`src/hw/rob_cfg.svh`:
```
`ifndef ROB_CFG_SVH
`define ROB_CFG_SVH

// Any power of two works as the buffer depth
`define ROB_DEPTH 8

`define DISP_WIDTH 2
`define RET_WIDTH 2
`define WB_PORTS 2

`endif

```
`src/hw/isa_pkg.sv`:
```
package isa_pkg;

  // Architectural register number
  typedef logic [4:0] reg_idx_t;

  // Data word
  typedef logic [31:0] word_t;

endpackage

```
`src/hw/rob_pkg.sv`:
```
`include "rob_cfg.svh"

package rob_pkg;
  import isa_pkg::*;

  typedef logic [$clog2(`ROB_DEPTH)-1:0] slot_t;

  // One bit wider so a full buffer fits
  typedef logic [$clog2(`ROB_DEPTH):0] count_t;

  typedef struct packed {
    reg_idx_t dest;
    logic     dest_valid;
    word_t    result;
    logic     done;
    logic     killed;
  } rob_entry_t;

  // value is meaningful when ready, tag when not
  typedef struct packed {
    logic  ready;
    word_t value;
    slot_t tag;
  } operand_t;

endpackage

```
`src/hw/rob_if.sv`:
```
`timescale 1ns/1ps
`include "rob_cfg.svh"

// Group allocation at the tail
interface alloc_if import isa_pkg::*, rob_pkg::*; ();
  logic                           valid;
  logic [$clog2(`DISP_WIDTH)-1:0] count;
  reg_idx_t                       dest [`DISP_WIDTH];
  logic                           dest_valid [`DISP_WIDTH];
  slot_t                          slot [`DISP_WIDTH];
  logic                           not_full;
  // Bit i set when slot tail+i is free
  logic [`DISP_WIDTH-1:0]         tail_mask;

  modport disp (
    output valid, count, dest, dest_valid,
    input  slot, not_full, tail_mask
  );

  modport rob (
    input  valid, count, dest, dest_valid,
    output slot, not_full, tail_mask
  );
endinterface

// Operand producer search, answered in the same cycle
interface lookup_if import isa_pkg::*, rob_pkg::*; ();
  slot_t    bound [`DISP_WIDTH];
  reg_idx_t src [`DISP_WIDTH][2];
  logic     present [`DISP_WIDTH][2];
  operand_t op [`DISP_WIDTH][2];

  modport disp (
    output bound, src,
    input  present, op
  );

  modport rob (
    input  bound, src,
    output present, op
  );
endinterface


```
`src/hw/dispatch_stage.sv`:
```
`timescale 1ns/1ps
`include "rob_cfg.svh"

module dispatch_stage import isa_pkg::*, rob_pkg::*; (
  input  logic                           clock,
  input  logic                           reset_n,
  alloc_if.disp                          alloc,
  lookup_if.disp                         look,
  output reg_idx_t                       rf_addr_o [`DISP_WIDTH][2],
  input  word_t                          rf_data_i [`DISP_WIDTH][2],
  input  logic                           disp_valid_i,
  input  logic [$clog2(`DISP_WIDTH)-1:0] disp_count_i,
  input  reg_idx_t                       disp_dest_i [`DISP_WIDTH],
  input  logic                           disp_dest_valid_i [`DISP_WIDTH],
  input  reg_idx_t                       disp_src_a_i [`DISP_WIDTH],
  input  reg_idx_t                       disp_src_b_i [`DISP_WIDTH],
  output logic                           disp_ready_o,
  output slot_t                          disp_slot_o [`DISP_WIDTH],
  output operand_t                       src_a_o [`DISP_WIDTH],
  output operand_t                       src_b_o [`DISP_WIDTH]
);

  logic started_q;

  // Hold off dispatch until the first edge out of reset
  always_ff @(posedge clock or negedge reset_n) begin
    if (!reset_n) begin
      started_q <= 1'b0;
    end else begin
      started_q <= 1'b1;
    end
  end

  assign disp_ready_o = alloc.not_full & started_q;
  // Group must fit from the tail onward
  assign alloc.valid  = disp_valid_i & started_q & alloc.tail_mask[disp_count_i];
  assign alloc.count  = disp_count_i;

  always_comb begin
    for (int l = 0; l < `DISP_WIDTH; l++) begin
      alloc.dest[l]       = disp_dest_i[l];
      alloc.dest_valid[l] = disp_dest_valid_i[l];
      disp_slot_o[l]      = alloc.slot[l];
      look.bound[l]       = alloc.slot[l];
      look.src[l][0]      = disp_src_a_i[l];
      look.src[l][1]      = disp_src_b_i[l];
      rf_addr_o[l][0]     = disp_src_a_i[l];
      rf_addr_o[l][1]     = disp_src_b_i[l];
    end
  end

  always_comb begin
    reg_idx_t src;
    operand_t res;
    for (int l = 0; l < `DISP_WIDTH; l++) begin
      for (int s = 0; s < 2; s++) begin
        src = look.src[l][s];
        if (look.present[l][s]) begin
          res = look.op[l][s];
        end else begin
          res = '{ready: 1'b1, value: rf_data_i[l][s], tag: '0};
        end
        // Youngest producer among the earlier lanes of the group wins
        for (int j = 0; j < l; j++) begin
          if (disp_dest_valid_i[j] && disp_dest_i[j] == src) begin
            res = '{ready: 1'b0, value: '0, tag: alloc.slot[j]};
          end
        end
        if (s == 0) begin
          src_a_o[l] = res;
        end else begin
          src_b_o[l] = res;
        end
      end
    end
  end

endmodule

```
`src/flat_wrapper.sv`:
```
// flat-port wrapper written by rule: the top's interface ports become plain ports
module dispatch_stage_flat import isa_pkg::*, rob_pkg::*;
  (clock, reset_n, rf_addr_o, rf_data_i, disp_valid_i, disp_count_i, disp_dest_i, disp_dest_valid_i, disp_src_a_i, disp_src_b_i, disp_ready_o, disp_slot_o, src_a_o, src_b_o, alloc_valid, alloc_count, alloc_dest, alloc_dest_valid, alloc_slot, alloc_not_full, alloc_tail_mask, look_bound, look_src, look_present, look_op);
  alloc_if alloc_i ();
  lookup_if look_i ();
  input  logic clock;
  input  logic reset_n;
  output reg_idx_t rf_addr_o[`DISP_WIDTH][2];
  input  word_t rf_data_i[`DISP_WIDTH][2];
  input  logic disp_valid_i;
  input  logic [$clog2(`DISP_WIDTH)-1:0] disp_count_i;
  input  reg_idx_t disp_dest_i[`DISP_WIDTH];
  input  logic disp_dest_valid_i[`DISP_WIDTH];
  input  reg_idx_t disp_src_a_i[`DISP_WIDTH];
  input  reg_idx_t disp_src_b_i[`DISP_WIDTH];
  output logic disp_ready_o;
  output slot_t disp_slot_o[`DISP_WIDTH];
  output operand_t src_a_o[`DISP_WIDTH];
  output operand_t src_b_o[`DISP_WIDTH];
  output wire logic [$bits(alloc_i.valid)-1:0] alloc_valid;
  output wire logic [$bits(alloc_i.count)-1:0] alloc_count;
  output wire logic [$bits(alloc_i.dest)-1:0] alloc_dest;
  output wire logic [$bits(alloc_i.dest_valid)-1:0] alloc_dest_valid;
  input wire logic [$bits(alloc_i.slot)-1:0] alloc_slot;
  input wire logic [$bits(alloc_i.not_full)-1:0] alloc_not_full;
  input wire logic [$bits(alloc_i.tail_mask)-1:0] alloc_tail_mask;
  output wire logic [$bits(look_i.bound)-1:0] look_bound;
  output wire logic [$bits(look_i.src)-1:0] look_src;
  input wire logic [$bits(look_i.present)-1:0] look_present;
  input wire logic [$bits(look_i.op)-1:0] look_op;
  assign alloc_valid = alloc_i.valid;
  assign alloc_count = alloc_i.count;
  assign alloc_dest = {>>{alloc_i.dest}};
  assign alloc_dest_valid = {>>{alloc_i.dest_valid}};
  assign alloc_i.slot = {>>{alloc_slot}};
  assign alloc_i.not_full = alloc_not_full;
  assign alloc_i.tail_mask = alloc_tail_mask;
  assign look_bound = {>>{look_i.bound}};
  assign look_src = {>>{look_i.src}};
  assign look_i.present = {>>{look_present}};
  assign look_i.op = {>>{look_op}};
  dispatch_stage u_core (.clock(clock), .reset_n(reset_n), .alloc(alloc_i), .look(look_i), .rf_addr_o(rf_addr_o), .rf_data_i(rf_data_i), .disp_valid_i(disp_valid_i), .disp_count_i(disp_count_i), .disp_dest_i(disp_dest_i), .disp_dest_valid_i(disp_dest_valid_i), .disp_src_a_i(disp_src_a_i), .disp_src_b_i(disp_src_b_i), .disp_ready_o(disp_ready_o), .disp_slot_o(disp_slot_o), .src_a_o(src_a_o), .src_b_o(src_b_o));
endmodule
```
`config.mk`:
```
export PLATFORM = sky130hd
export DESIGN_NAME = dispatch_stage_flat
export DESIGN_NICKNAME = d
export VERILOG_FILES = /design/src/hw/isa_pkg.sv /design/src/hw/rob_pkg.sv /design/src/hw/rob_if.sv /design/src/hw/dispatch_stage.sv /design/src/flat_wrapper.sv
export VERILOG_INCLUDE_DIRS = /design/src /design/src/hw
export SDC_FILE = /design/constraint.sdc
export NUM_CORES = 1
export LEC_CHECK = 0
export BUFFER_PORTS_ARGS = -buffer_cell sky130_fd_sc_hd__buf_2
export CAP_MARGIN = 20
export CORE_AREA = 3 3 203 205
export DETAILED_ROUTE_END_ITERATION = 8
export DIE_AREA = 0 0 206 208
export HOLD_SLACK_MARGIN = 0.12
export PLACE_DENSITY = 0.3
export RECOVER_POWER = 50
export SYNTH_ARGS = -nofsm -noshare
export SYNTH_HDL_FRONTEND = slang
export SYNTH_SLANG_ARGS = --single-unit
```
`constraint.sdc`:
```
create_clock -name clock -period 2.4 [get_ports clock]
set_input_delay 0.24 -clock clock [delete_from_list [all_inputs] [get_ports clock]]
set_output_delay 0.24 -clock clock [all_outputs]
set_load 0.01 [all_outputs]
```
==> flow_summary.yaml, run 1 <==
layout:
  reg.largest.list: "u_core.started_q x1"
  fill_cells: 4731
  top_register: "u_core.started_q"
  fin_area_um2: 5030
  final_common_cell: "buf_2"
  regArea_um2: 25.0
  drive_gt1_share_pct: 66.7
  multi_input_area_um2: 1890
  largest_reg_flops: 1
  syn2layout_area_growth_pct: 94.9
  antenna_cells: 0
  final_cell_mix: "buf_2 (415), mux2i_1 (71), nor2_1 (65), clkbuf_1 (65), mux2_2 (62)"
  final_core_util_pct: 12.7
  nets: 1050
place:
  place_area_um2: 5100
  io_buffers: 480
  dp_hpwl_um: 15000
  gp_congestion: 0.777
critical_path:
  cp_max_fo: 19
  crit_family: "buffers and inverters"
  cpMaxStageDelayCell: "clkbuf_1"
  crit_start: "look_present[3]"
  critPathKind: "input port to output pin"
  cp_data_required_time_ps: 2160
  cpPeakStageDelay_ps: 730
  startpoint_type: "input port"
  crit_path_cell_trace: "clkbuf_1 -> buf_12 -> mux2_2 -> buf_2"
  crit_path_end_kind: "output pin"
  endpoint: "src_a_o[69]"
  crit_cells: 4
  worst_ep_arrival_time_ps: 1730
  critPathBufInv: 3
pwr:
  p_int_w: 0.000488
  comb_power_share_pct: 98.0
  leakage_nw: 2.71
  ir_drop_uv: 100
  power.density_nw_per_um2: 185
  switching_share_pct: 47.6
  p_switching_w: 0.000443
  sequentialPowerShare_pct: 2.0
  p_total_w: 0.000931
  clkPwrFrac_pct: 0
cts:
  ctsResizeCount: 0
grt:
  track_usage_pct: 6.65
  grt_max_degree: 36
  grt_overflow: 0
  grt_pass1_vias: 3756
  grt_pass1_wl_um: 22100
  antenna_found_initial: 2
synth:
  syn_avg_cell_area_um2: 7.87
  ys_ff_latch: 1
  synthCells: 328
  netlist_area_um2: 2580
  synth_nets: 649
  synthTopCellsByArea: "mux2_2 (28%), mux2i_1 (28%), buf_4 (19%), nor2_1 (9.4%), buf_2 (3.1%)"
  ys.warnings.count: 0
  ys_seq_area_share_pct: 0.969
  ys_types: 17
  yosysTopAreaCell: "mux2_2"
  yosysTopAreaCellShare_pct: 27.9
floorplan:
  start_util_pct: 6.51
  boundaryPins: 532
  core_um2: 39600
  die_h_um: 208
  die-area_um2: 42800
  dieWidth_um: 206
  rows: 73
sta:
  fin_crit_sh_pct: 82.1
  fin_tns_setup_ps: 0
  maxSlewViolCount: 0
  slew-limit-headroom_pct: 33.0
  setup_viol: 0
  max_freq_mhz: 507
  hold_viol: 0
  worst_slew_pin_slew_ps: 1000
  rsz0062_at_grt: "no"
  period_minus_slack_ps: 1970
detailed_routing:
  drc: 0
  num_vias: 3773
  wire_per_inst_um: 13.3
  first_pass_iters: 4
  drtAntennaViolNets: 0
  wirelength_um: 16600
  drt_iter0_drc: 80
  vias_per_cell: 3.01
hold_path:
  hold_start: "disp_src_a_i[9]"
  hold_class: "input port to output pin"
run_status:
  status: "complete, no violations"
job:
  maxCapViolCount: 0
power groups by stage:
stage / clock, W / sequential (W) / combinational (W)
final: 0 / 0.0000185 / 0.000912
after global routing: 0 / 0.0000185 / 0.00100
after CTS: 0 / 0.0000185 / 0.000951
after detailed placement: 0 / 0.0000185 / 0.000945
after global placement: 0 / 0.0000185 / 0.000954
after floorplan: 0 / 0.0000183 / 0.000506
logic make-up (layout without fill, tap and decap cells):
group | Yosys count | count (layout) | share of synthesized area [%]
AO/OA/AOI/OAI | 2 | 2 | 0.388
XOR/XNOR | 10 | 10 | 3.39
buffers and inverters | 94 | 493 | 26.1
flip-flops | 1 | 1 | 0.969
multiplexers | 135 | 135 | 55.4
other | 1 | 1 | 0.145
AND/OR/NAND/NOR | 85 | 85 | 13.6
area by class of cell:
class | instances | area share, %
repair buffers | 488 | 48.6
well taps | 525 | 13.1
inverters | 5 | 0.373
flip-flops and latches | 1 | 0.497
multi-input cells | 233 | 37.5
how the worst min path moves through the flow:
stage | end | slack (ps) | cells past startpoint
after floorplan | u_core.started_q | -60 | 0
after global placement | u_core.started_q | 20 | 1
after detailed placement | u_core.started_q | 20 | 1
after CTS | alloc_dest[1] | 480 | 0
after global routing | look_src[14] | 480 | 0
final | look_src[19] | 480 | 0
timing repair:
action,4_1_cts,5_1_grt
setup endpoints to repair,0,0
hold endpoints to repair,1,0
setup buffers,0,0
hold buffers,1,0
synth_stat cells, drive strengths merged:
cell and n:
xnor2 2, nand2b 2, and3 2, inv 5
nor4 2, nor2 65, buf 89, and2 7
a21oi 2, xor2 8, dfrtp 1, conb 1
mux2i 71, nand2 7, mux2 64
metal layers:
metal  up-vias  wire length, um  track usage [%]
met5         -               11                0
met4         2              202            0.632
met3        24             1610             1.42
met2       246             9000             14.0
met1      1666             5800             6.73
li1       1835                -                -
stage by stage:
step	hold slack (ps)	std cells	setup slack, ps
final	480	1252	429
after detailed placement	17.7	1251	374
after global placement	15.9	1251	386
after global routing	480	1252	306
after floorplan	-55.6	328	934
after CTS	480	1252	371
Power figures use the tool's default switching activity.
==> run 2, diff against run 1 <==
--- a/config.mk
+++ b/config.mk
@@ -8,9 +8,9 @@
 export LEC_CHECK = 0
 export BUFFER_PORTS_ARGS = -buffer_cell sky130_fd_sc_hd__buf_2
 export CAP_MARGIN = 20
-export CORE_AREA = 3 3 203 205
+export CORE_AREA = 3 3 208 210
 export DETAILED_ROUTE_END_ITERATION = 8
-export DIE_AREA = 0 0 206 208
+export DIE_AREA = 0 0 211 213
 export HOLD_SLACK_MARGIN = 0.12
 export PLACE_DENSITY = 0.3
 export RECOVER_POWER = 50
==> constraint.sdc (replaced) <==
create_clock -name clock -period 1.8 [get_ports clock]
set_input_delay 0.18 -clock clock [delete_from_list [all_inputs] [get_ports clock]]
set_output_delay 0.18 -clock clock [all_outputs]
set_load 0.01 [all_outputs]
==> run 2 against run 1 <==
  * Flip-flop and latch count is the same
  * Worst hold slack lost 120 ps
  * Sequential power grew 34%
  * Power grew 35%
  * Via count shrank 2.3%
  * Core utilization shrank 0.46 points
  * Wire length grew 4.3%
  * Die area grew 4.9%
  * Design area grew 1.5%
  * Global-route usage shrank 0.13 points
==> flow_summary.yaml, run 2 (synthesis results as in run 1) <==
place:
  dp_hpwl_um: 16000
  gp_congestion: 0.878
  place_area_um2: 5200
  io_buffers: 480
floorplan:
  core_um2: 41800
  rows: 75
  boundaryPins: 532
  die_h_um: 213
  start_util_pct: 6.18
  dieWidth_um: 211
  die-area_um2: 44900
layout:
  reg.largest.list: "u_core.started_q x1"
  drive_gt1_share_pct: 67.1
  top_register: "u_core.started_q"
  final_core_util_pct: 12.2
  final_cell_mix: "buf_2 (416), mux2i_1 (71), clkbuf_1 (66)"
  nets: 1059
  final_common_cell: "buf_2"
  regArea_um2: 25.0
  largest_reg_flops: 1
  multi_input_area_um2: 1890
  syn2layout_area_growth_pct: 97.8
  fin_area_um2: 5110
  fill_cells: 4905
hold_path:
  holdPathStages: 0
  hold_class: "input port to output pin"
  hold_start: "disp_src_b_i[8]"
sta:
  fin_tns_setup_ps: 0
  worst_slew_pin_slew_ps: 745
  slew-limit-headroom_pct: 50.3
  fin_crit_sh_pct: 93.5
  maxSlewViolCount: 0
  period_minus_slack_ps: 1680
  setup_viol: 0
  rsz0062_at_grt: "no"
  max_freq_mhz: 594
  hold_viol: 0
pwr:
  leakage_nw: 2.74
  power.density_nw_per_um2: 246
  ir_drop_uv: 108
critical_path:
  cp_data_required_time_ps: 1620
  crit_path_cell_trace: "buf_2 -> xor2_1 -> nor4_1 -> and3_1 -> buf_12 -> mux2i_1 -> buf_2"
  worst_ep_arrival_time_ps: 1500
  startpoint_type: "input port"
  crit_family: "simple AND/OR/NAND/NOR gates"
  cpPeakStageDelay_ps: 250
  crit_top_cell: "buf_2"
  crit_path_end_kind: "output pin"
  crit_cells: 7
  critPathKind: "input port to output pin"
  critPathBufInv: 3
  cp_max_fo: 22
  crit_start: "disp_dest_i[8]"
  cpMaxStageDelayCell: "nor4_1"
grt:
  grt_overflow: 0
  grt_max_degree: 37
  antenna_found_initial: 1
  grt_pass1_vias: 3638
  track_usage_pct: 6.52
  grt_pass1_wl_um: 22600
detailed_routing:
  drt_iter0_drc: 75
  wirelength_um: 17300
  wire_per_inst_um: 13.6
  vias_per_cell: 2.89
  num_vias: 3685
  first_pass_iters: 4
  drtAntennaViolNets: 0
  drc: 0
cts:
  ctsResizeCount: 0
run_status:
  status: "complete, no violations"
job:
  maxCapViolCount: 0
==> run 2: timing repair <==
item,in CTS,in global routing
buffers inserted,0,0
hold endpoints to repair,1,0
hold buffers,1,0
==> run 2: routing by layer <==
layer	wire length (um)	vias up	global-route usage [%]
met5	0	-	0
met4	122	0	0.370
met3	793	10	0.911
met2	8930	125	11.3
met1	7490	1690	9.05
li1	-	1860	-
==> run 2: area by class of cell <==
cell class	count	share of cell area (%)
sequential	1	0.490
timing repair buffer	497	49.0
multi-input combinational	233	36.9
antenna	1	0.0490
inverter	5	0.367
tap	539	13.2
==> run 2: stage by stage <==
stage / hold slack, ps / setup WS (ps) / total power [W] / cells
detailed placement: -42.2 / 89.1 / 0.00130 / 1274
global route: 360 / 10.1 / 0.00138 / 1275
finish: 360 / 117 / 0.00126 / 1276
CTS: 360 / 87.4 / 0.00131 / 1275
global placement: -44.1 / 114 / 0.00131 / 1274
floorplan: -116 / 454 / 0.000700 / 328
==> run 2: path summary, 6_finish.rpt <==
path	end	slack [ps]
worst min-delay path	look_src[13]	360
worst max-delay path	src_a_o[0]	120
max in group asynchronous	u_core.started_q	1220
min in group asynchronous	u_core.started_q	490
==> run 2: power by group <==
group	total (W)	internal, W	switching, W
Clock	0.0000000000634	0.0000000000634	0
Combinational	0.00123	0.000628	0.000604
Sequential	0.0000247	0.0000241	0.000000650
==> run 3, diff against run 2 <==
--- a/config.mk
+++ b/config.mk
@@ -12,7 +12,6 @@
 export DETAILED_ROUTE_END_ITERATION = 8
 export DIE_AREA = 0 0 211 213
 export HOLD_SLACK_MARGIN = 0.12
-export PLACE_DENSITY = 0.3
 export RECOVER_POWER = 50
 export SYNTH_ARGS = -nofsm -noshare
 export SYNTH_HDL_FRONTEND = slang
==> run 3 against run 2 <==
  * Core utilization barely moved
  * Flip-flop and latch count did not move
  * Critical path type unchanged
  * Combinational power barely moved
  * Sequential share of layout area barely moved
  * Via count rose by 3.2%
  * Setup slack got worse by 23 ps
  * Power rose by 2.2%
  * Cell count fell by 0.39%
==> flow_summary.yaml, run 3 (synthesis results as in run 1) <==
layout:
  largest_reg_flops: 1
  reg.largest.list: "u_core.started_q x1"
  fill_cells: 4884
  final_core_util_pct: 12.3
  nets: 1054
  drive_gt1_share_pct: 67.0
  final_common_cell: "buf_2"
  top_register: "u_core.started_q"
  syn2layout_area_growth_pct: 98.6
  final-instance-count-excl-fill: 1271
  final_cell_mix: "buf_2 (416), mux2i_1 (70), nor2_1 (65)"
place:
  gp_congestion: 0.906
  dp_cells: 1267
  io_buffers: 480
  dp_hpwl_um: 16100
  post-place-ws_ps: 66.4
sta:
  fin_tns_setup_ps: 0
  worst_slew_pin_slew_ps: 836
  rsz0062_at_grt: "no"
  fin_crit_sh_pct: 94.8
  fin_hold_ws_ps: 360
  setup_viol: 0
  period_minus_slack_ps: 1710
  hold_viol: 0
  setup_ws_ps: 93.6
  maxSlewViolCount: 0
  max_freq_mhz: 586
  slew-limit-headroom_pct: 44.3
detailed_routing:
  first_pass_iters: 4
  drtAntennaViolNets: 0
  num_vias: 3804
  wirelength_um: 17700
  drt_iter0_drc: 184
  wire_per_inst_um: 13.9
  drc: 0
  vias_per_cell: 2.99
critical_path:
  crit_path_cell_trace: "buf_2 -> xor2_1 -> nor4_1 -> and3_4 -> buf_4 -> nor2_1 -> buf_2"
  startpoint_type: "input port"
  crit_path_end_kind: "output pin"
  worst_ep_arrival_time_ps: 1530
  crit_family: "simple AND/OR/NAND/NOR gates"
  critPathKind: "input port to output pin"
  cp_max_fo: 11
  cp_data_required_time_ps: 1620
  cpMaxStageDelayCell: "and3_4"
  cpPeakStageDelay_ps: 310
  crit_top_cell: "buf_2"
  critPathBufInv: 3
hold_path:
  hold_class: "input port to output pin"
  holdPathStages: 0
  min_to: "alloc_dest[0]"
  hold_start: "disp_dest_i[0]"
pwr:
  leakage_nw: 2.74
  power.density_nw_per_um2: 251
  ir_drop_uv: 141
floorplan:
  boundaryPins: 532
  rows: 75
  die-area_um2: 44900
  core_um2: 41800
  dieWidth_um: 211
  start_util_pct: 6.18
  die_h_um: 213
grt:
  grt_pass1_wl_um: 22200
  antenna_found_initial: 8
  grt_overflow: 0
  grt_pass1_vias: 3389
  track_usage_pct: 6.55
  grt_max_degree: 37
job:
  maxCapViolCount: 0
run_status:
  status: "complete, no violations"
run 3: power breakdown:
group	internal [W]	switching, W	leakage [nW]
Sequential	0.0000240	0.000000448	0.0117
Combinational	0.000633	0.000627	2.73
Clock	0.0000000000744	0	0.00000634
Total	0.000657	0.000628	2.74
run 3: worst max-delay path by stage:
stage,from,end,slack (ps),cells past startpoint
finish,disp_src_b_i[3],src_b_o[4],90,7
global route,disp_dest_i[5],src_a_o[2],3,7
CTS,disp_src_b_i[3],src_b_o[4],50,7
detailed placement,disp_src_b_i[3],src_b_o[4],70,7
global placement,disp_src_b_i[3],src_b_o[27],100,7
floorplan,disp_src_b_i[3],src_b_o[0],450,5
run 3: metal layers:
metal  vias to the layer above  routed length [um]  global-route usage [%]
met3                        12                1630                    1.78
met1                      1750                8810                    11.2
li1                       1852                   -                       -
met5                         -                  34                       0
met2                       184                7180                    8.17
met4                         6                  22                   0.139
run 3: final cells by class:
| cell class | instances | area (um2) | area share [%] |
|---|---|---|---|
| tap | 539 | 674 | 13.1 |
| timing repair buffer | 492 | 2500 | 48.8 |
| multi-input combinational | 233 | 1900 | 37.1 |
| inverter | 5 | 18.8 | 0.366 |
| antenna | 1 | 2.50 | 0.0488 |
| sequential | 1 | 25.0 | 0.488 |
run 3: stage by stage:
step,power [W],instance area (um2)
finish,0.00128,5130
global route,0.00139,5130
CTS,0.00131,5170
detailed placement,0.00130,5160
global placement,0.00130,5160
floorplan,0.000700,2580
run 3: repair_timing:
item	CTS	global route
hold buffers	1	0
resized for setup	0	4
setup endpoints to repair	0	16
hold endpoints to repair	1	0
setup buffers	0	1
