$ cat src/hw/rob_cfg.svh
`ifndef ROB_CFG_SVH
`define ROB_CFG_SVH

// Any power of two works as the buffer depth
`define ROB_DEPTH 8

`define DISP_WIDTH 2
`define RET_WIDTH 2
`define WB_PORTS 2

`endif

$ cat src/hw/isa_pkg.sv
package isa_pkg;

  // Architectural register number
  typedef logic [4:0] reg_idx_t;

  // Data word
  typedef logic [31:0] word_t;

endpackage

$ cat src/hw/rob_pkg.sv
`include "rob_cfg.svh"

package rob_pkg;
  import isa_pkg::*;

  typedef logic [$clog2(`ROB_DEPTH)-1:0] slot_t;

  // One bit wider so a full buffer fits
  typedef logic [$clog2(`ROB_DEPTH):0] count_t;

  typedef struct packed {
    reg_idx_t dest;
    logic     dest_valid;
    word_t    result;
    logic     done;
    logic     killed;
  } rob_entry_t;

  // value is meaningful when ready, tag when not
  typedef struct packed {
    logic  ready;
    word_t value;
    slot_t tag;
  } operand_t;

endpackage

$ cat src/hw/rob_if.sv
`timescale 1ns/1ps
`include "rob_cfg.svh"

// Group allocation at the tail
interface alloc_if import isa_pkg::*, rob_pkg::*; ();
  logic                           valid;
  logic [$clog2(`DISP_WIDTH)-1:0] count;
  reg_idx_t                       dest [`DISP_WIDTH];
  logic                           dest_valid [`DISP_WIDTH];
  slot_t                          slot [`DISP_WIDTH];
  logic                           not_full;
  // Bit i set when slot tail+i is free
  logic [`DISP_WIDTH-1:0]         tail_mask;

  modport disp (
    output valid, count, dest, dest_valid,
    input  slot, not_full, tail_mask
  );

  modport rob (
    input  valid, count, dest, dest_valid,
    output slot, not_full, tail_mask
  );
endinterface

// Operand producer search, answered in the same cycle
interface lookup_if import isa_pkg::*, rob_pkg::*; ();
  slot_t    bound [`DISP_WIDTH];
  reg_idx_t src [`DISP_WIDTH][2];
  logic     present [`DISP_WIDTH][2];
  operand_t op [`DISP_WIDTH][2];

  modport disp (
    output bound, src,
    input  present, op
  );

  modport rob (
    input  bound, src,
    output present, op
  );
endinterface

// Head window and release
interface retire_if import rob_pkg::*; ();
  rob_entry_t                    head [`RET_WIDTH];
  logic                          occupied [`RET_WIDTH];
  logic                          rel_valid;
  // Released entries minus one
  logic [$clog2(`RET_WIDTH)-1:0] rel_count;

  modport rob (
    output head, occupied,
    input  rel_valid, rel_count
  );

  modport ret (
    input  head, occupied,
    output rel_valid, rel_count
  );
endinterface

$ cat src/hw/rob.sv
`timescale 1ns/1ps
`include "rob_cfg.svh"

module rob import isa_pkg::*, rob_pkg::*; (
  input  logic   clock,
  input  logic   reset_n,
  alloc_if.rob   alloc,
  lookup_if.rob  look,
  retire_if.rob  ret,
  input  logic   wb_valid_i [`WB_PORTS],
  input  slot_t  wb_slot_i [`WB_PORTS],
  input  word_t  wb_result_i [`WB_PORTS],
  input  logic   flush_i,
  input  slot_t  flush_slot_i,
  output count_t used_count_o
);

  rob_entry_t entries [`ROB_DEPTH];
  slot_t      head_q;
  slot_t      tail_q;
  count_t     used_q;
  logic       take;
  count_t     add_n;
  count_t     rel_n;

  assign take  = alloc.valid & alloc.not_full;
  assign add_n = take ? count_t'(alloc.count) + count_t'(1) : '0;
  assign rel_n = ret.rel_valid ? count_t'(ret.rel_count) + count_t'(1) : '0;

  // Room for a whole group
  assign alloc.not_full = used_q <= count_t'(`ROB_DEPTH - `DISP_WIDTH);

  always_comb begin
    for (int i = 0; i < `DISP_WIDTH; i++) begin
      alloc.slot[i]      = tail_q + slot_t'(i);
      alloc.tail_mask[i] = (used_q + count_t'(i)) < count_t'(`ROB_DEPTH);
    end
  end

  always_ff @(posedge clock or negedge reset_n) begin
    if (!reset_n) begin
      head_q <= '0;
      tail_q <= '0;
      used_q <= '0;
    end else begin
      tail_q <= tail_q + slot_t'(add_n);
      head_q <= head_q + slot_t'(rel_n);
      used_q <= used_q + add_n - rel_n;
    end
  end

  always_ff @(posedge clock) begin
    slot_t off;
    if (take) begin
      for (int i = 0; i < `DISP_WIDTH; i++) begin
        if (i <= int'(alloc.count)) begin
          entries[alloc.slot[i]].dest       <= alloc.dest[i];
          entries[alloc.slot[i]].dest_valid <= alloc.dest_valid[i];
          entries[alloc.slot[i]].done       <= 1'b0;
          entries[alloc.slot[i]].killed     <= 1'b0;
        end
      end
    end
    for (int p = 0; p < `WB_PORTS; p++) begin
      if (wb_valid_i[p]) begin
        entries[wb_slot_i[p]].result <= wb_result_i[p];
        entries[wb_slot_i[p]].done   <= 1'b1;
      end
    end
    // Kill everything between the flush slot and the tail
    if (flush_i) begin
      for (int j = 0; j < `ROB_DEPTH; j++) begin
        off = slot_t'(j) - head_q;
        if (count_t'(off) < used_q && off > slot_t'(flush_slot_i - head_q)) begin
          entries[j].killed <= 1'b1;
          entries[j].done   <= 1'b1;
        end
      end
    end
  end

  // Walk back from the boundary towards the head so the first hit is the youngest
  always_comb begin
    slot_t k;
    slot_t span;
    logic  hit;
    for (int l = 0; l < `DISP_WIDTH; l++) begin
      for (int s = 0; s < 2; s++) begin
        look.present[l][s] = 1'b0;
        look.op[l][s]      = '0;
        hit                = 1'b0;
        span               = look.bound[l] - head_q;
        for (int d = 1; d <= `ROB_DEPTH; d++) begin
          k = look.bound[l] - slot_t'(d);
          if (!hit && d <= int'(span) && (int'(span) - d) < int'(used_q) &&
              entries[k].dest_valid && !entries[k].killed &&
              entries[k].dest == look.src[l][s]) begin
            hit                = 1'b1;
            look.present[l][s] = 1'b1;
            look.op[l][s]      = '{ready: entries[k].done, value: entries[k].result, tag: k};
          end
        end
      end
    end
  end

  always_comb begin
    for (int i = 0; i < `RET_WIDTH; i++) begin
      ret.head[i]     = entries[head_q + slot_t'(i)];
      ret.occupied[i] = count_t'(i) < used_q;
    end
  end

  assign used_count_o = used_q;

endmodule

$ cat src/flat_wrapper.sv
// flat-port wrapper written by rule: the top's interface ports become plain ports
module rob_flat import isa_pkg::*, rob_pkg::*;
  (clock, reset_n, wb_valid_i, wb_slot_i, wb_result_i, flush_i, flush_slot_i, used_count_o, alloc_valid, alloc_count, alloc_dest, alloc_dest_valid, alloc_slot, alloc_not_full, alloc_tail_mask, look_bound, look_src, look_present, look_op, ret_head, ret_occupied, ret_rel_valid, ret_rel_count);
  alloc_if alloc_i ();
  lookup_if look_i ();
  retire_if ret_i ();
  input  logic clock;
  input  logic reset_n;
  input  logic wb_valid_i[`WB_PORTS];
  input  slot_t wb_slot_i[`WB_PORTS];
  input  word_t wb_result_i[`WB_PORTS];
  input  logic flush_i;
  input  slot_t flush_slot_i;
  output count_t used_count_o;
  input wire logic [$bits(alloc_i.valid)-1:0] alloc_valid;
  input wire logic [$bits(alloc_i.count)-1:0] alloc_count;
  input wire logic [$bits(alloc_i.dest)-1:0] alloc_dest;
  input wire logic [$bits(alloc_i.dest_valid)-1:0] alloc_dest_valid;
  output wire logic [$bits(alloc_i.slot)-1:0] alloc_slot;
  output wire logic [$bits(alloc_i.not_full)-1:0] alloc_not_full;
  output wire logic [$bits(alloc_i.tail_mask)-1:0] alloc_tail_mask;
  input wire logic [$bits(look_i.bound)-1:0] look_bound;
  input wire logic [$bits(look_i.src)-1:0] look_src;
  output wire logic [$bits(look_i.present)-1:0] look_present;
  output wire logic [$bits(look_i.op)-1:0] look_op;
  output wire logic [$bits(ret_i.head)-1:0] ret_head;
  output wire logic [$bits(ret_i.occupied)-1:0] ret_occupied;
  input wire logic [$bits(ret_i.rel_valid)-1:0] ret_rel_valid;
  input wire logic [$bits(ret_i.rel_count)-1:0] ret_rel_count;
  assign alloc_i.valid = alloc_valid;
  assign alloc_i.count = alloc_count;
  assign alloc_i.dest = {>>{alloc_dest}};
  assign alloc_i.dest_valid = {>>{alloc_dest_valid}};
  assign alloc_slot = {>>{alloc_i.slot}};
  assign alloc_not_full = alloc_i.not_full;
  assign alloc_tail_mask = alloc_i.tail_mask;
  assign look_i.bound = {>>{look_bound}};
  assign look_i.src = {>>{look_src}};
  assign look_present = {>>{look_i.present}};
  assign look_op = {>>{look_i.op}};
  assign ret_head = {>>{ret_i.head}};
  assign ret_occupied = {>>{ret_i.occupied}};
  assign ret_i.rel_valid = ret_rel_valid;
  assign ret_i.rel_count = ret_rel_count;
  rob u_core (.clock(clock), .reset_n(reset_n), .alloc(alloc_i), .look(look_i), .ret(ret_i), .wb_valid_i(wb_valid_i), .wb_slot_i(wb_slot_i), .wb_result_i(wb_result_i), .flush_i(flush_i), .flush_slot_i(flush_slot_i), .used_count_o(used_count_o));
endmodule
$ cat config.mk
export PLATFORM = sky130hd
export DESIGN_NAME = rob_flat
export DESIGN_NICKNAME = d
export VERILOG_FILES = /design/src/hw/isa_pkg.sv /design/src/hw/rob_pkg.sv /design/src/hw/rob_if.sv /design/src/hw/rob.sv /design/src/flat_wrapper.sv
export VERILOG_INCLUDE_DIRS = /design/src /design/src/hw
export SDC_FILE = /design/constraint.sdc
export NUM_CORES = 2
export LEC_CHECK = 0
export BUFFER_PORTS_ARGS = -buffer_cell sky130_fd_sc_hd__buf_2
export CORE_MARGIN = 2
export CORE_UTILIZATION = 25
export DETAILED_ROUTE_END_ITERATION = 7
export HOLD_SLACK_MARGIN = 0.12
export PLACE_DENSITY = 0.51
export SYNTH_ARGS = -nofsm -noshare
export SYNTH_HDL_FRONTEND = slang
export SYNTH_SLANG_ARGS = --single-unit
$ cat constraint.sdc
create_clock -name clock -period 4.9 [get_ports clock]
set_input_delay 0.245 -clock clock [delete_from_list [all_inputs] [get_ports clock]]
set_output_delay 0.245 -clock clock [all_outputs]
set_load 0.01 [all_outputs]
==> flow_summary.html, run 1 <==
<table>
<tr><th>Metric</th><th>Value</th></tr>
<tr><th colspan="2">Status</th></tr>
<tr><td>Run status</td><td>stopped before the end</td></tr>
<tr><td>Stage reached</td><td>detailed routing</td></tr>
<tr><td>Log Error</td><td>Error: net1402 4 pin not visited #guides = 507</td></tr>
<tr><th colspan="2">Yosys</th></tr>
<tr><td>Fraction of registers with async set or reset after synthesis</td><td>3.030%</td></tr>
<tr><td>Mean area per synthesized cell</td><td>10.82 um^2</td></tr>
<tr><td>Count of distinct cell types in the synthesized netlist</td><td>108</td></tr>
<tr><td>Most common flop cell mapped by yosys</td><td>sky130_fd_sc_hd__edfxtp_1</td></tr>
<tr><td>Number of instances in the synthesized netlist</td><td>4,839</td></tr>
<tr><td>Count of flip-flops with a built-in enable after synthesis</td><td>304</td></tr>
<tr><td>Count of yosys warnings during synthesis</td><td>0</td></tr>
<tr><td>Post-synthesis register bit count</td><td>330</td></tr>
<tr><td>Mapped Nets</td><td>5,062</td></tr>
<tr><td>Netlist area before placement</td><td>52,340 um^2</td></tr>
<tr><td>Fraction of the yosys area taken by sequential cells</td><td>18.53%</td></tr>
<tr><th colspan="2">Clocking</th></tr>
<tr><td>Number of levels in the clock H-tree</td><td>2</td></tr>
<tr><td>Largest buffer count on any clock path</td><td>3</td></tr>
<tr><td>TritonCTS buffer count</td><td>36</td></tr>
<tr><td>Buffer type at the clock tree root</td><td>sky130_fd_sc_hd__clkbuf_16</td></tr>
<tr><td>Number of sinks on the clock net</td><td>330</td></tr>
<tr><th colspan="2">GRT</th></tr>
<tr><td>Maximum number of pins on one net before global-route repair</td><td>146</td></tr>
<tr><td>Initial antenna violation count</td><td>58</td></tr>
<tr><td>Total GRT Usage</td><td>25.03%</td></tr>
<tr><td>First-pass GRT wire length</td><td>384.0 mm</td></tr>
<tr><td>Total grt overflow</td><td>0</td></tr>
<tr><td>Number of global-route vias before repair</td><td>48,312</td></tr>
<tr><th colspan="2">Placement</th></tr>
<tr><td>DP HPWL</td><td>196.9 mm</td></tr>
<tr><td>Number of port buffers</td><td>362</td></tr>
<tr><td>Placed instance count</td><td>7,823</td></tr>
<tr><td>Placer Congestion</td><td>1.001</td></tr>
<tr><td>Worst-case setup slack after placement</td><td>-644.3 ps</td></tr>
<tr><th colspan="2">Die</th></tr>
<tr><td>Standard-cell row count</td><td>167</td></tr>
<tr><td>Initial core utilization</td><td>25.20%</td></tr>
<tr><td>Top-level port count</td><td>363</td></tr>
<tr><td>Height of the die</td><td>461.6 um</td></tr>
<tr><td>DIE WIDTH</td><td>461.6 um</td></tr>
<tr><th colspan="2">STA</th></tr>
<tr><td>GRT repair_timing worst endpoint</td><td>look_op[97]</td></tr>
<tr><td>WEP type</td><td>output port</td></tr>
</table>
==> cell usage after synthesis, types with 14 or more instances <==
| master | n | area, um^2 |
|---|---|---|
| sky130_fd_sc_hd__a31oi_1 | 26 | 162.7 |
| sky130_fd_sc_hd__nor3_1 | 99 | 495.5 |
| sky130_fd_sc_hd__buf_6 | 16 | 180.2 |
| sky130_fd_sc_hd__a21o_1 | 40 | 300.3 |
| sky130_fd_sc_hd__dfxtp_1 | 16 | 320.3 |
| sky130_fd_sc_hd__inv_1 | 84 | 315.3 |
| sky130_fd_sc_hd__or3_1 | 17 | 106.4 |
| sky130_fd_sc_hd__ha_1 | 96 | 1201 |
| sky130_fd_sc_hd__o21a_1 | 15 | 112.6 |
| sky130_fd_sc_hd__xor2_1 | 64 | 560.5 |
| sky130_fd_sc_hd__o22ai_1 | 110 | 688.2 |
| sky130_fd_sc_hd__clkbuf_1 | 266 | 998.5 |
| sky130_fd_sc_hd__mux2_2 | 140 | 1577 |
| sky130_fd_sc_hd__and2_1 | 20 | 125.1 |
| sky130_fd_sc_hd__xnor2_1 | 123 | 1077 |
| sky130_fd_sc_hd__nor2_1 | 205 | 769.5 |
| sky130_fd_sc_hd__nand3_1 | 65 | 325.3 |
| sky130_fd_sc_hd__o221ai_1 | 42 | 367.9 |
| sky130_fd_sc_hd__a211oi_1 | 63 | 473.0 |
| sky130_fd_sc_hd__o2bb2ai_1 | 16 | 140.1 |
| sky130_fd_sc_hd__edfxtp_1 | 304 | 9129 |
| sky130_fd_sc_hd__a22oi_1 | 16 | 120.1 |
| sky130_fd_sc_hd__nand2b_1 | 27 | 168.9 |
| sky130_fd_sc_hd__nand4_1 | 22 | 137.6 |
| sky130_fd_sc_hd__nor4_1 | 14 | 87.58 |
| sky130_fd_sc_hd__a221oi_1 | 15 | 131.4 |
| sky130_fd_sc_hd__and3_1 | 15 | 93.84 |
| sky130_fd_sc_hd__buf_2 | 130 | 650.6 |
| sky130_fd_sc_hd__o211ai_1 | 34 | 255.2 |
| sky130_fd_sc_hd__o21ai_0 | 84 | 420.4 |
| sky130_fd_sc_hd__a22o_1 | 257 | 2251 |
| sky130_fd_sc_hd__a21oi_1 | 137 | 685.7 |
| sky130_fd_sc_hd__nand2_1 | 591 | 2218 |
| sky130_fd_sc_hd__nor2b_1 | 22 | 137.6 |
| sky130_fd_sc_hd__buf_1 | 156 | 585.6 |
| sky130_fd_sc_hd__buf_4 | 24 | 180.2 |
| sky130_fd_sc_hd__mux2i_1 | 458 | 4584 |
| sky130_fd_sc_hd__mux4_2 | 795 | 17900 |
==> logic make-up after synthesis <==
group | after synthesis | synth area share [%]
AOI/OAI and AO/OA | 962 | 13.47
xor gates and xnor gates | 199 | 3.569
adders and majority gates | 103 | 2.563
buffers and inverters | 684 | 5.673
DFF | 330 | 18.53
muxes | 1396 | 46.05
and+or+nand+nor | 1165 | 10.15
==> metrics by stage <==
stage	hold WS, ps	area, um^2
after detailed placement	124.2	59430
after CTS	136.6	66000
after floorplan	-50.59	52420
after global placement	123.5	59430
after global routing	158.6	69120
==> timing repair <==
action	4_1_cts	5_1_grt
setup endpoints to repair	145	174
gates cloned	19	10
endpoints found under the hold margin	312	0
gates resized for setup	574	529
pin swaps	191	240
hold buffers	118	0
setup buffers	114	94
==> per-layer routing <==
layer and global-route usage, %:
met1 34.70, met2 35.04, met4 13.85, met3 6.676
met5 0.1810
==> run 2: changes to the inputs <==
- CORE_UTILIZATION: 25 -> 20
- HOLD_SLACK_MARGIN: 0.12 -> unset
- PLACE_DENSITY: 0.51 -> unset
- PLACE_DENSITY_LB_ADDON: unset -> 0.15
- clock period: 4.9 -> 6.4 ns (I/O delays scaled with it)
==> run 2 against run 1 <==
- the run now ends clean
- synthesized cell count unchanged
- global-route usage fell by 2.9 points
- synthesized area did not move
==> flow_summary.html, run 2 <==
<table>
<tr><th>Metric</th><th>Value</th></tr>
<tr><th colspan="2">Route</th></tr>
<tr><td>Number of remaining DRC errors</td><td>0</td></tr>
<tr><td>Number of nets with antenna violations after routing</td><td>0</td></tr>
<tr><td>Number of vias in the routed layout</td><td>48,862</td></tr>
<tr><td>Final Routed Wirelength</td><td>305.4 mm</td></tr>
<tr><td>Drt wl/cell</td><td>36.42 um</td></tr>
<tr><td>TritonRoute pass-1 iters</td><td>5</td></tr>
<tr><td>Number of design-rule violations left by the first detailed-router iteration</td><td>6,323</td></tr>
<tr><td>Vias per Instance</td><td>5.828</td></tr>
<tr><th colspan="2">Final layout</th></tr>
<tr><td>Final Core Density</td><td>22.96%</td></tr>
<tr><td>Nets@finish</td><td>5,063</td></tr>
<tr><td>Synth-to-layout area growth</td><td>14.02%</td></tr>
<tr><td>Largest reg by FF count</td><td>u_core.entries</td></tr>
<tr><td>Top library cells by usage in the layout, fill and taps aside</td><td>795 x sky130_fd_sc_hd__mux4_2, 588 x sky130_fd_sc_hd__nand2_1, 458 x sky130_fd_sc_hd__mux2i_1, 356 x sky130_fd_sc_hd__buf_2, 304 x sky130_fd_sc_hd__edfxtp_1</td></tr>
<tr><td>Number of flip-flops in the largest register</td><td>320</td></tr>
<tr><td>Commonest non-fill, non-tap cell in the layout</td><td>sky130_fd_sc_hd__mux4_2</td></tr>
<tr><td>Fin area</td><td>59,680 um^2</td></tr>
<tr><td>Share of post-route cells with drive strength above 1</td><td>34.15%</td></tr>
<tr><th colspan="2">Placement</th></tr>
<tr><td>Number of port buffers</td><td>362</td></tr>
<tr><td>Worst-case setup slack after placement</td><td>245.3 ps</td></tr>
<tr><td>Placer Congestion</td><td>0.9192</td></tr>
<tr><td>DP HPWL</td><td>220.3 mm</td></tr>
<tr><td>Placed inst area</td><td>57,980 um^2</td></tr>
<tr><th colspan="2">Min path</th></tr>
<tr><td>Hold path endpoint</td><td>u_core.entries[5][22]</td></tr>
<tr><td>Hold Crit Start</td><td>wb_result_i[52]</td></tr>
<tr><td>Min-delay worst type</td><td>in -&gt; reg</td></tr>
<tr><td>Hold depth</td><td>2</td></tr>
<tr><th colspan="2">Setup path</th></tr>
<tr><td>Kind of end point of the critical path</td><td>primary output</td></tr>
<tr><td>Series of cell instances along the critical path</td><td>ha_1 &gt; inv_1 &gt; fa_1 &gt; xnor2_2 &gt; xnor2_2 &gt; inv_2 &gt; ha_1 &gt; inv_1 &gt; ha_1 &gt; a21o_1 &gt; a31o_2 &gt; a21oi_1 &gt; o21ai_0 &gt; or4_1 &gt; nand2_4 &gt; or4_1 &gt; buf_4 &gt; o21ai_0 &gt; o21bai_1 &gt; buf_2</td></tr>
<tr><td>Reg-to-reg critical path endpoint</td><td>u_core.entries[6][1]</td></tr>
<tr><td>Worst endpoint required time</td><td>6080 ps</td></tr>
<tr><td>Critical path type</td><td>reg -&gt; out</td></tr>
<tr><td>Gate family responsible for the most delay along the worst path</td><td>compound AO/OA/AOI/OAI gates</td></tr>
<tr><td>Launch instance of the worst register-to-register path</td><td>u_core.head_q[0]</td></tr>
<tr><td>Flop2flop setup slack</td><td>2200 ps</td></tr>
<tr><td>Cell at the slowest stage of the critical path</td><td>sky130_fd_sc_hd__or4_1</td></tr>
<tr><td>Critical path startpoint category</td><td>flop</td></tr>
<tr><td>Data arrival time of the critical path</td><td>5910 ps</td></tr>
<tr><td>Most frequent cell on the critical path</td><td>sky130_fd_sc_hd__ha_1</td></tr>
<tr><td>Slowest Stage Delay on Critical Path</td><td>660 ps</td></tr>
<tr><td>Number of cells on the worst reg-to-reg path</td><td>11</td></tr>
<tr><td>Maximum fanout encountered on the critical timing path</td><td>25</td></tr>
<tr><td>Number of buffers and inverters on the critical path</td><td>5</td></tr>
<tr><th colspan="2">Yosys</th></tr>
<tr><td>Yosys top cell area share</td><td>34.21%</td></tr>
<tr><td>Netlist area before placement</td><td>52,340 um^2</td></tr>
<tr><td>Fraction of the yosys area taken by sequential cells</td><td>18.53%</td></tr>
<tr><td>Largest cells by area after synthesis</td><td>sky130_fd_sc_hd__mux4_2 34%, sky130_fd_sc_hd__edfxtp_1 17%, sky130_fd_sc_hd__mux2i_1 8.8%</td></tr>
<tr><td>Simple-gate portion of the synthesized area</td><td>10.15%</td></tr>
<tr><td>Mapped Nets</td><td>5,062</td></tr>
<tr><td>Adder and majority gate portion of the synthesized area</td><td>2.563%</td></tr>
<tr><td>Count of yosys warnings during synthesis</td><td>0</td></tr>
<tr><td>Number of instances in the synthesized netlist</td><td>4,839</td></tr>
<tr><td>Xor-xnor portion of the synthesized cell area</td><td>3.569%</td></tr>
<tr><td>Share of the synthesized area in compound gates (AO/OA/AOI/OAI)</td><td>13.47%</td></tr>
<tr><td>Library cell occupying the most area in the post-synthesis netlist</td><td>sky130_fd_sc_hd__mux4_2</td></tr>
<tr><td>Fraction of registers with async set or reset after synthesis</td><td>3.030%</td></tr>
<tr><td>Most instantiated library cell after synthesis</td><td>sky130_fd_sc_hd__mux4_2</td></tr>
<tr><td>Multiplexer share of the synthesized area</td><td>46.05%</td></tr>
<tr><td>Count of flip-flops with a built-in enable after synthesis</td><td>304</td></tr>
<tr><td>Mean area per synthesized cell</td><td>10.82 um^2</td></tr>
<tr><td>Most frequent cells after synthesis</td><td>795 x sky130_fd_sc_hd__mux4_2, 591 x sky130_fd_sc_hd__nand2_1, 458 x sky130_fd_sc_hd__mux2i_1</td></tr>
<tr><td>Most common flop cell mapped by yosys</td><td>sky130_fd_sc_hd__edfxtp_1</td></tr>
<tr><td>Largest family of logic cells by synthesized area</td><td>multiplexers</td></tr>
<tr><td>Count of distinct cell types in the synthesized netlist</td><td>108</td></tr>
<tr><td>Post-synthesis register bit count</td><td>330</td></tr>
<tr><th colspan="2">Power and ir drop</th></tr>
<tr><td>Power per cell area</td><td>277.4 nW/um^2</td></tr>
<tr><td>Leakage power</td><td>21.12 nW</td></tr>
<tr><td>Worst vdd ir</td><td>0.2866 mV</td></tr>
<tr><th colspan="2">Clocking</th></tr>
<tr><td>Buffer type at the clock tree root</td><td>sky130_fd_sc_hd__clkbuf_16</td></tr>
<tr><td>TritonCTS buffer count</td><td>42</td></tr>
<tr><td>Number of sinks on the clock net</td><td>330</td></tr>
<tr><td>Largest buffer count on any clock path</td><td>3</td></tr>
<tr><td>Number of levels in the clock H-tree</td><td>2</td></tr>
<tr><td>Clock transition at the register clock pins on the worst setup and hold paths after CTS</td><td>70 ps</td></tr>
<tr><td>CTS tree</td><td>yes</td></tr>
<tr><td>Clock network latency to the later pin of the worst-skew pair</td><td>620 ps</td></tr>
<tr><th colspan="2">STA</th></tr>
<tr><td>Final count of negative-setup-slack endpoints</td><td>0</td></tr>
<tr><td>Final setup TNS</td><td>0 ps</td></tr>
<tr><td>Headroom to the max-slew limit</td><td>17.98%</td></tr>
<tr><td>Total count of max-transition violations in the final report</td><td>0</td></tr>
<tr><td>Hold Vio Cnt, Final</td><td>0</td></tr>
<tr><td>Shortest period the worst path allows</td><td>6233 ps</td></tr>
<tr><td>Max Clock Freq</td><td>160.4 MHz</td></tr>
<tr><td>Final worst clock skew</td><td>30.66 ps</td></tr>
<tr><td>Part of the cycle the worst path needs</td><td>97.39%</td></tr>
<tr><td>Slew at the pin with the worst max-slew slack</td><td>1221 ps</td></tr>
<tr><td>Worst setup slack after layout</td><td>166.9 ps</td></tr>
<tr><th colspan="2">Die</th></tr>
<tr><td>Initial core utilization</td><td>20.14%</td></tr>
<tr><td>Total die area</td><td>265,800 um^2</td></tr>
<tr><td>DIE WIDTH</td><td>515.6 um</td></tr>
<tr><td>Top-level port count</td><td>363</td></tr>
<tr><td>Standard-cell row count</td><td>187</td></tr>
<tr><td>Height of the die</td><td>515.6 um</td></tr>
<tr><td>Area inside the core boundary</td><td>259,900 um^2</td></tr>
<tr><th colspan="2">GRT</th></tr>
<tr><td>Maximum number of pins on one net before global-route repair</td><td>123</td></tr>
<tr><td>Total grt overflow</td><td>0</td></tr>
<tr><td>Number of global-route vias before repair</td><td>45,955</td></tr>
<tr><td>Total GRT Usage</td><td>22.15%</td></tr>
<tr><td>First-pass GRT wire length</td><td>411.7 mm</td></tr>
<tr><td>Initial antenna violation count</td><td>61</td></tr>
<tr><th colspan="2">Status</th></tr>
<tr><td>Run status</td><td>complete, no violations</td></tr>
<tr><th colspan="2">Run</th></tr>
<tr><td>Number of max-capacitance violations reported</td><td>0</td></tr>
</table>
run 2: area by class of cell:
class / instances / area (um^2)
tap: 3496 / 4374
multi-input combinational: 3825 / 40230
sequential: 330 / 9708
inverter: 89 / 334.1
timing repair buffer: 552 / 3561
fill: 27664 / 200300
antenna: 15 / 37.54
clock buffer: 50 / 1102
clock inverter: 27 / 326.6
run 2: worst max-delay path by stage:
stage	from	endpoint	slack, ps	cells past startpoint
6_report	u_core.head_q[0]	look_op[128]	170	20
5_1_grt	u_core.head_q[0]	look_op[122]	-30	21
4_1_cts	u_core.head_q[0]	look_op[28]	9	18
3_5_place_dp	look_bound[0]	look_op[20]	250	23
3_3_place_gp	look_bound[0]	look_op[26]	300	23
2_1_floorplan	look_bound[3]	look_op[133]	950	25
run 2: power by group:
group / internal (mW) / total, mW / leakage (nW) / switching [mW]
combinational: 4.40 / 10.6 / 17.8 / 6.18
sequential: 2.60 / 3.35 / 2.64 / 0.754
clock: 1.46 / 2.61 / 0.700 / 1.15
run 2: kinds of logic (layout without fill, tap and decap cells):
| logic type | count (synthesis) | after routing |
|---|---|---|
| DFF | 330 | 330 |
| and+or+nand+nor | 1165 | 1165 |
| buffers and inverters | 684 | 718 |
| other | 0 | 15 |
| AOI/OAI and AO/OA | 962 | 962 |
| xor gates and xnor gates | 199 | 199 |
| adders and majority gates | 103 | 103 |
| muxes | 1396 | 1396 |
run 2: what timing repair did:
item | 4_1_cts | 5_1_grt
endpoints found under the hold margin | 10 | 0
pin swaps | 2 | 4
setup endpoints to repair | 34 | 62
gates resized for setup | 9 | 20
buffers inserted | 3 | 7
hold buffers | 1 | 0
run 2: worst register-to-register path, stage by stage, from the launching register on:
cell	delay, ps
sky130_fd_sc_hd__dfrtp_4	470
sky130_fd_sc_hd__buf_4	650
sky130_fd_sc_hd__inv_1	370
sky130_fd_sc_hd__ha_4	840
sky130_fd_sc_hd__buf_4	450
sky130_fd_sc_hd__inv_1	130
sky130_fd_sc_hd__ha_1	320
sky130_fd_sc_hd__a21o_1	190
sky130_fd_sc_hd__a21oi_1	140
sky130_fd_sc_hd__a31oi_1	70
sky130_fd_sc_hd__o211ai_1	310
sky130_fd_sc_hd__nand3b_1	130
run 2: per-layer routing:
metal | GRT usage (%) | wire length (um) | up-vias
met2 | 31.60 | 127800 | 3002
met4 | 8.183 | 12740 | 54
met3 | 5.413 | 30430 | 424
li1 | - | - | 19433
met1 | 31.89 | 134100 | 25949
met5 | 0 | 353 | -
run 2: through the flow:
stage,hold slack (ps),power (mW),cells
after floorplan,24.41,9.938,4839
after global placement,218.6,13.85,8281
after detailed placement,221.8,13.90,8281
after CTS,51.01,16.57,8362
after global routing,95.70,17.44,8371
final,89.52,16.55,8384
Note: power is estimated with default switching activity, not from simulation.
